[src/hw/display_pkg.sv]
package display_pkg;

	// 160 by 120 screen
	typedef logic [7:0] coord_x_t;
	typedef logic [6:0] coord_y_t;

	typedef logic [2:0] colour_t;   // RGB, one bit each

	typedef struct packed {
		coord_x_t x;
		coord_y_t y;
		colour_t  colour;
	} plot_t;

	// Indexed by peg number minus one
	localparam coord_x_t PEG_X [3] = '{8'd40, 8'd80, 8'd120};

	// Indexed by disk size, small first
	localparam coord_y_t DISK_Y [3] = '{7'd90, 7'd60, 7'd30};
	localparam colour_t DISK_COLOUR [3] = '{3'b100, 3'b010, 3'b001};

	localparam colour_t BLANK_COLOUR = 3'b000;

	// Three pegs by three disk sizes
	localparam int NUM_SLOTS = 9;

endpackage

[src/hw/hanoi_pkg.sv]
package hanoi_pkg;

	// Peg number, 0 means no peg
	typedef logic [1:0] peg_t;

	// Disk sizes, smallest first
	typedef enum logic [1:0] {
		DISK_SMALL,
		DISK_MEDIUM,
		DISK_LARGE
	} disk_e;

	localparam int NUM_DISKS = 3;

	// Peg that each disk sits on
	typedef struct packed {
		peg_t small_disk;
		peg_t medium_disk;
		peg_t large_disk;
	} disk_pegs_t;

	typedef struct packed {
		peg_t src;
		peg_t dst;
	} move_req_t;

	// Time left and steps used
	typedef logic [7:0] count_t;

	localparam peg_t START_PEG = 2'd1;

endpackage

[src/hw/board_painter.sv]
module board_painter #(
	parameter int SLOT_CYCLES = 4
) (
	input  logic                   clk,
	input  logic                   reset,
	input  hanoi_pkg::disk_pegs_t  disk_pegs,
	output display_pkg::plot_t     pixel,
	output logic                   plot
);
	import hanoi_pkg::*;
	import display_pkg::*;

	localparam int CYC_W = (SLOT_CYCLES > 1) ? $clog2(SLOT_CYCLES) : 1;
	localparam int SLOT_W = $clog2(NUM_SLOTS);

	logic [CYC_W-1:0]  cyc;
	logic [SLOT_W-1:0] slot;
	logic              slot_end;
	logic [1:0]        peg_idx;    // Peg number minus one
	disk_e             disk;
	peg_t              disk_peg;

	assign slot_end = (cyc == CYC_W'(SLOT_CYCLES - 1));

	always_ff @(posedge clk) begin
		if (!reset) begin
			// Parked at the end of the last slot
			cyc <= CYC_W'(SLOT_CYCLES - 1);
			slot <= SLOT_W'(NUM_SLOTS - 1);
			plot <= 1'b0;
		end else begin
			plot <= slot_end;   // High while cyc is 0
			if (slot_end) begin
				cyc <= '0;
				slot <= (slot == SLOT_W'(NUM_SLOTS - 1)) ? '0 : slot + 1'b1;
			end else begin
				cyc <= cyc + 1'b1;
			end
		end
	end

	// Small disk first within each peg
	assign peg_idx = 2'(slot / NUM_DISKS);
	assign disk = disk_e'(slot % NUM_DISKS);

	always_comb begin
		case (disk)
			DISK_SMALL:  disk_peg = disk_pegs.small_disk;
			DISK_MEDIUM: disk_peg = disk_pegs.medium_disk;
			default:     disk_peg = disk_pegs.large_disk;
		endcase
	end

	assign pixel = '{
		x:      PEG_X[peg_idx],
		y:      DISK_Y[disk],
		colour: (disk_peg == peg_t'(peg_idx + 2'd1)) ? DISK_COLOUR[disk] : BLANK_COLOUR
	};

	if (SLOT_CYCLES > 1) begin : g_plot_check
		a_plot_single: assert property (@(posedge clk) disable iff (!reset)
			plot |=> !plot);
	end

endmodule

[src/hw/game_limits.sv]
module game_limits #(
	parameter int TICK_DIV = 50_000_000,
	parameter int TIME_LIMIT = 60,
	parameter int STEP_LIMIT = 10
) (
	input  logic               clk,
	input  logic               reset,
	input  logic               move_valid,
	input  logic               solved,
	output hanoi_pkg::count_t  time_left,
	output hanoi_pkg::count_t  steps_used,
	output logic               game_over
);
	import hanoi_pkg::*;

	localparam int DIV_W = (TICK_DIV > 1) ? $clog2(TICK_DIV) : 1;

	logic [DIV_W-1:0] div_cnt;
	logic             tick;
	logic             running;

	assign tick = (div_cnt == DIV_W'(TICK_DIV - 1));
	assign running = !game_over && !solved;

	// Free running tick divider
	always_ff @(posedge clk) begin
		if (!reset)
			div_cnt <= '0;
		else if (tick)
			div_cnt <= '0;
		else
			div_cnt <= div_cnt + 1'b1;
	end

	always_ff @(posedge clk) begin
		if (!reset)
			time_left <= count_t'(TIME_LIMIT);
		else if (tick && running)
			time_left <= time_left - 1'b1;   // Stops at 0 through game_over
	end

	// Every request counts, legal or not
	always_ff @(posedge clk) begin
		if (!reset)
			steps_used <= '0;
		else if (move_valid && running)
			steps_used <= steps_used + 1'b1;
	end

	assign game_over = (steps_used == count_t'(STEP_LIMIT)) || (time_left == '0);

	a_step_bound: assert property (@(posedge clk) disable iff (!reset)
		steps_used <= count_t'(STEP_LIMIT));

endmodule

[src/hw/hanoi_top.sv]
module hanoi_top #(
	parameter int TICK_DIV = 50_000_000,
	parameter int TIME_LIMIT = 60,
	parameter int STEP_LIMIT = 10,
	parameter int SLOT_CYCLES = 4
) (
	input  logic                   clk,
	input  logic                   reset,
	input  hanoi_pkg::move_req_t   move,
	input  logic                   move_valid,
	output hanoi_pkg::disk_pegs_t  disk_pegs,
	output logic                   solved,
	output logic                   game_over,
	output hanoi_pkg::count_t      time_left,
	output hanoi_pkg::count_t      steps_used,
	output display_pkg::plot_t     pixel,
	output logic                   plot
);

	// Board state and move checking
	peg_state u_peg_state (
		.clk        (clk),
		.reset      (reset),
		.move       (move),
		.move_valid (move_valid),
		.game_over  (game_over),
		.disk_pegs  (disk_pegs),
		.solved     (solved)
	);

	// Time and step limits
	game_limits #(
		.TICK_DIV   (TICK_DIV),
		.TIME_LIMIT (TIME_LIMIT),
		.STEP_LIMIT (STEP_LIMIT)
	) u_game_limits (
		.clk        (clk),
		.reset      (reset),
		.move_valid (move_valid),
		.solved     (solved),
		.time_left  (time_left),
		.steps_used (steps_used),
		.game_over  (game_over)
	);

	board_painter #(
		.SLOT_CYCLES (SLOT_CYCLES)
	) u_board_painter (
		.clk       (clk),
		.reset     (reset),
		.disk_pegs (disk_pegs),
		.pixel     (pixel),
		.plot      (plot)
	);

endmodule

[src/hw/peg_state.sv]
module peg_state (
	input  logic                   clk,
	input  logic                   reset,
	input  hanoi_pkg::move_req_t   move,
	input  logic                   move_valid,
	input  logic                   game_over,
	output hanoi_pkg::disk_pegs_t  disk_pegs,
	output logic                   solved
);
	import hanoi_pkg::*;

	peg_t       pos [NUM_DISKS];   // Peg of each disk, by size
	logic [1:0] top_rank [4];      // Smallest disk per peg, 0 when empty
	logic [1:0] src_rank;
	logic [1:0] dst_rank;
	logic       accept;
	logic       legal;

	assign pos[DISK_SMALL]  = disk_pegs.small_disk;
	assign pos[DISK_MEDIUM] = disk_pegs.medium_disk;
	assign pos[DISK_LARGE]  = disk_pegs.large_disk;

	// Walk from large to small so the smallest disk wins
	always_comb begin
		for (int p = 0; p < 4; p++) begin
			top_rank[p] = 2'd0;
			for (int d = NUM_DISKS - 1; d >= 0; d--) begin
				if (pos[d] == peg_t'(p))
					top_rank[p] = 2'(d + 1);
			end
		end
	end

	assign src_rank = top_rank[move.src];
	assign dst_rank = top_rank[move.dst];

	assign accept = move_valid && !game_over && !solved;

	always_comb begin
		legal = (move.src != '0) && (move.dst != '0);
		legal = legal && (move.src != move.dst);
		legal = legal && (src_rank != 2'd0);   // Something to lift
		legal = legal && ((dst_rank == 2'd0) || (src_rank < dst_rank));
	end

	always_ff @(posedge clk) begin
		if (!reset) begin
			disk_pegs <= '{
				small_disk:  START_PEG,
				medium_disk: START_PEG,
				large_disk:  START_PEG
			};
		end else if (accept && legal) begin
			// Top disk of the source peg moves
			case (src_rank)
				2'd1:    disk_pegs.small_disk <= move.dst;
				2'd2:    disk_pegs.medium_disk <= move.dst;
				default: disk_pegs.large_disk <= move.dst;
			endcase
		end
	end

	// Whole stack on peg 2 or peg 3
	always_comb begin
		solved = (disk_pegs.small_disk == disk_pegs.medium_disk);
		solved = solved && (disk_pegs.medium_disk == disk_pegs.large_disk);
		solved = solved && (disk_pegs.large_disk == peg_t'(2)
			|| disk_pegs.large_disk == peg_t'(3));
	end

	a_no_peg_zero: assert property (@(posedge clk) disable iff (!reset)
		(disk_pegs.small_disk != '0) && (disk_pegs.medium_disk != '0)
		&& (disk_pegs.large_disk != '0));

	// Board only moves on a taken request
	a_stable_without_move: assert property (@(posedge clk) disable iff (!reset)
		!accept |=> $stable(disk_pegs));

endmodule

[config.mk]
export PLATFORM = sky130hd
export DESIGN_NAME = hanoi_top
export DESIGN_NICKNAME = d
export VERILOG_FILES = /design/src/hw/display_pkg.sv /design/src/hw/hanoi_pkg.sv /design/src/hw/board_painter.sv /design/src/hw/game_limits.sv /design/src/hw/hanoi_top.sv /design/src/hw/peg_state.sv
export SDC_FILE = /design/constraint.sdc
export NUM_CORES = 1
export LEC_CHECK = 0
export BUFFER_PORTS_ARGS = -buffer_cell sky130_fd_sc_hd__buf_4
export CAP_MARGIN = 20
export CORE_MARGIN = 2
export CORE_UTILIZATION = 35
export CTS_CLUSTER_SIZE = 30
export DETAILED_ROUTE_END_ITERATION = 16
export GPL_TIMING_DRIVEN = 1
export PLACE_DENSITY = 0.54
export SYNTH_ARGS = -nofsm -noshare
export SYNTH_HDL_FRONTEND = slang
export SYNTH_SLANG_ARGS = --single-unit
export TNS_END_PERCENT = 30
[constraint.sdc]
create_clock -name clk -period 6.55 [get_ports clk]
set_input_delay 0.9825 -clock clk [delete_from_list [all_inputs] [get_ports clk]]
set_output_delay 0.9825 -clock clk [all_outputs]
set_load 0.01 [all_outputs]
==> metrics.log <==
[metrics] status: finished clean
[metrics] clock-pin slew on the worst setup and hold paths: ~90 ps
[metrics] Register-to-Register Setup Slack: 3890 ps
[metrics] Detail Route Antenna Nets: 0
[metrics] aggregate negative setup slack: 0 ps
[metrics] Cell variety after synth: 54
[metrics] area added between synthesis and finish: 14.4%
[metrics] nature of the critical path startpoint: flop
[metrics] classification of the worst setup path: reg2out
[metrics] vias in the first global route: ~2,400
[metrics] flop and latch count out of synthesis: 55
[metrics] Post-Syn Instances: ~380
[metrics] final count of pins violating max slew: 0
[metrics] number of buffers inserted for hold repair after clock tree synthesis: 0
[metrics] hpwl dp: 4950 um
[metrics] number of failing hold endpoints at the final stage: 0
[metrics] final global-route overflow total: 0
[metrics] most frequent cells in the layout: 55 x dfxtp_1, 45 x buf_4, 36 x nor2_1
[metrics] Worst Path Required: ~5600 ps
[metrics] number of ports placed on the die boundary: 50
[metrics] number of sinks handled by clock tree synthesis: 55
[metrics] number of failing setup endpoints in the final timing report: 0
[metrics] total clock buffers created by CTS: 5
[metrics] number of enable-type register cells in the synthesized netlist: 0
[metrics] worst setup skew after layout: between 8 and 9 ps
[metrics] post-synthesis sequential area ratio: 33.3%
[metrics] final weighted congestion of routability-driven global placement: slightly below 0.8
[metrics] static leakage: 1.54 nW
[metrics] die area: 10,200 um^2
[metrics] Syn. warnings: 0
[metrics] count of instances resized after the clock tree is built: 0
[metrics] cell depth of the worst flop-to-flop path: 7
[metrics] number of levels the H-tree was split into: 2
[metrics] RSZ-0062 raised after global routing: false
[metrics] routed len/inst: between 10 and 15 um
[metrics] total wire length: 6850 um
[metrics] deepest clock path buffer count: 2
[metrics] Net Sw Frac: approximately 30%
[metrics] first-pass GRT wire length: roughly 12,000 um
[metrics] total routing usage reported by global routing: between 10% and 20%
[metrics] DRC violation count after routing: 0
[metrics] initial antenna violation count: 0
[metrics] Most used DFF post-synth: dfxtp_1
[metrics] Max VDD drop: between 100 and 150 uV
[metrics] cell-internal power: between 0.0005 and 0.0006 W
[metrics] insertion delay of the later-clocked pin in the worst-skew pair: slightly above 300 ps
[metrics] Diodes inserted: 0
[metrics] Crit path arrival time: roughly 4000 ps
[metrics] highest achievable clock rate: 202 MHz
[metrics] vias per std cell: slightly below 5
[metrics] Detailed Route Iter0 Violations: 72
[metrics] share of layout cells above drive strength 1: approximately 15%
[metrics] initial core utilization: 35.9%
[metrics] leading cell type in the layout, fill and taps excluded: dfxtp_1
[metrics] Max-cap violations: 0
[metrics] final net count: 447
[metrics] endpoint of the worst register-to-register path: u_game_limits.time_left[4]
[metrics] standard cell area after detailed placement: 3680 um^2
[metrics] relative contribution of sequential cells to total power: roughly 44%
[metrics] worst slack on hold paths: 451 ps
[metrics] TritonCTS clock tree: done
[metrics] share of the cycle needed by the critical path after routing: 75.6%
[metrics] post-synthesis cell area: 3300 um^2
[metrics] power per unit of standard cell area: 212 nW/um^2
[metrics] time the final worst path needs with I/O delays and setup: between 4000 and 5000 ps
[metrics] clock network fraction of design power: about a quarter
[metrics] Avg Synthesized Cell Area: 8.64 um^2
[metrics] count of buffers added by post-CTS timing repair for setup: 0
[metrics] IO buf count: 44
[metrics] CTS Root Cell: clkbuf_8
[metrics] origin of the worst min-delay path: u_board_painter.cyc[0]
[metrics] first drt pass iteration count: 4
[metrics] fin area: approximately 3800 um^2
[metrics] Final Core Density: slightly above 40%
[metrics] die height: 101 um
[metrics] highest fanout seen on the critical path: 6
[metrics] slew margin rel.: between 50% and 60%
[metrics] maximum number of pins on one net before global-route repair: 35
[metrics] fill count: about 950
[metrics] cell count of the worst hold path: 1
[metrics] Worst-Margin Slew: between 700 and 800 ps
[metrics] path type of the worst min-delay path: reg2reg
[metrics] fraction of power consumed by combinational cells: a little under a third
[metrics] Hold Path Sink: u_board_painter.cyc[0]
[metrics] overall via count from detail_route: between 2,000 and 3,000
[metrics] placement row count: 35
[metrics] die extent in x: ~100 um
[metrics] standard cell core area: a little over 9000 um^2
[metrics] type of element capturing the critical path: primary output
[metrics] fraction of synthesis flops using an asynchronous set or reset pin: 0%
[metrics] reg-to-reg startpoint: u_game_limits.div_cnt[0]
[metrics] switching power summed over all nets: ~0.00024 W
[critical path, cell delays in order, from the launching register on]
cell and delay (ps):
dfxtp_1 410, nor2b_1 260, inv_1 110, ha_1 240
a211oi_1 470, xnor2_1 160, ha_1 200, a21oi_1 110
o21ai_1 180, xnor2_1 320, inv_1 110, ha_1 280
a22o_1 200, a21oi_1 160, xnor2_1 170, and3_1 180
buf_4 110
[cell families (layout without fill, tap and decap cells)]
| logic type | count (synthesis) | after routing | share of synthesized area (%) |
|---|---|---|---|
| XOR/XNOR | 41 | 41 | 10.9 |
| other | 1 | 5 | 0.114 |
| AND/OR/NAND/NOR | 165 | 165 | 27.4 |
| adder cells (fa/ha/maj) | 23 | 23 | 8.72 |
| AO/OA/AOI/OAI | 42 | 42 | 8.98 |
| multiplexers | 13 | 13 | 4.74 |
| flip-flops | 55 | 55 | 33.3 |
| buffers and inverters | 42 | 74 | 5.87 |
[sequential cells by signal, summed over array words and instances (netlist names)]
| signal | flops |
|---|---|
| u_game_limits.div_cnt | 26 |
| u_game_limits.steps_used | 8 |
| u_game_limits.time_left | 8 |
| u_peg_state.disk_pegs | 6 |
| u_board_painter.slot | 4 |
| u_board_painter.cyc | 2 |
| u_board_painter.plot | 1 |
[through the flow]
| stage | total power (W) | setup slack (ps) | instances |
|---|---|---|---|
| finish | 0.000802 | 1600 | 529 |
| global route | 0.000858 | 1150 | 529 |
| CTS | 0.000813 | 1590 | 529 |
| detailed placement | 0.000610 | 1950 | 521 |
| global placement | 0.000607 | 2120 | 521 |
| floorplan | 0.000528 | 2410 | 386 |
[per-layer routing]
layer	vias up	part of all wire, %	GRT usage, %
met3	8	3.3	2.28
met1	1193	52	19.1
met4	0	0.95	3.43
met5	-	0	0
li1	1368	-	-
met2	42	44	22.4
[worst max-delay path by stage]
stage	startpoint	to	slack, ps
after floorplan	u_board_painter.slot[2]	pixel[0]	2410
after global placement	u_board_painter.slot[3]	pixel[0]	2120
after detailed placement	u_board_painter.slot[3]	pixel[0]	1950
after CTS	u_board_painter.slot[3]	pixel[0]	1590
after global routing	u_board_painter.slot[3]	pixel[0]	1150
final	u_board_painter.slot[3]	pixel[2]	1600
[Yosys cell counts (4+ instances only)]
| cell type | count | area share (%) |
|---|---|---|
| dfxtp_1 | 55 | 33 |
| nor2_1 | 36 | 4.1 |
| xnor2_1 | 27 | 7.2 |
| nand2_1 | 26 | 3.0 |
| ha_1 | 23 | 8.7 |
| inv_1 | 21 | 2.4 |
| nand3_1 | 16 | 2.4 |
| nor2b_1 | 16 | 3.0 |
| xor2_1 | 14 | 3.7 |
| and2_1 | 11 | 2.1 |
| and3_1 | 10 | 1.9 |
| mux2i_1 | 10 | 3.0 |
| a21oi_1 | 8 | 1.2 |
| buf_4 | 8 | 1.8 |
| clkbuf_1 | 8 | 0.91 |
| nand4_1 | 8 | 1.5 |
| o21ai_0 | 8 | 1.2 |
| nand2b_1 | 7 | 1.3 |
| nor3_1 | 6 | 0.91 |
| nor4_1 | 6 | 1.1 |
| buf_2 | 5 | 0.76 |
| a22o_1 | 4 | 1.1 |
| o211ai_1 | 4 | 0.91 |
[final cells by class]
| cell class | count | area [um^2] | area share [%] |
|---|---|---|---|
| clock buffers | 8 | 100 | 2.65 |
| inverters | 21 | 78.8 | 2.09 |
| multi-input cells | 289 | 2020 | 53.5 |
| flip-flops and latches | 55 | 1100 | 29.1 |
| well taps | 111 | 139 | 3.68 |
| repair buffers | 45 | 338 | 8.94 |
[power groups by stage]
| stage | combinational [W] | clock, W | sequential (W) |
|---|---|---|---|
| final | 0.000247 | 0.000202 | 0.000354 |
| after global routing | 0.000279 | 0.000222 | 0.000356 |
| after CTS | 0.000249 | 0.000210 | 0.000354 |
| after detailed placement | 0.000248 | 0 | 0.000362 |
| after global placement | 0.000246 | 0 | 0.000361 |
| after floorplan | 0.000169 | 0 | 0.000359 |
Power figures use the tool's default switching activity.
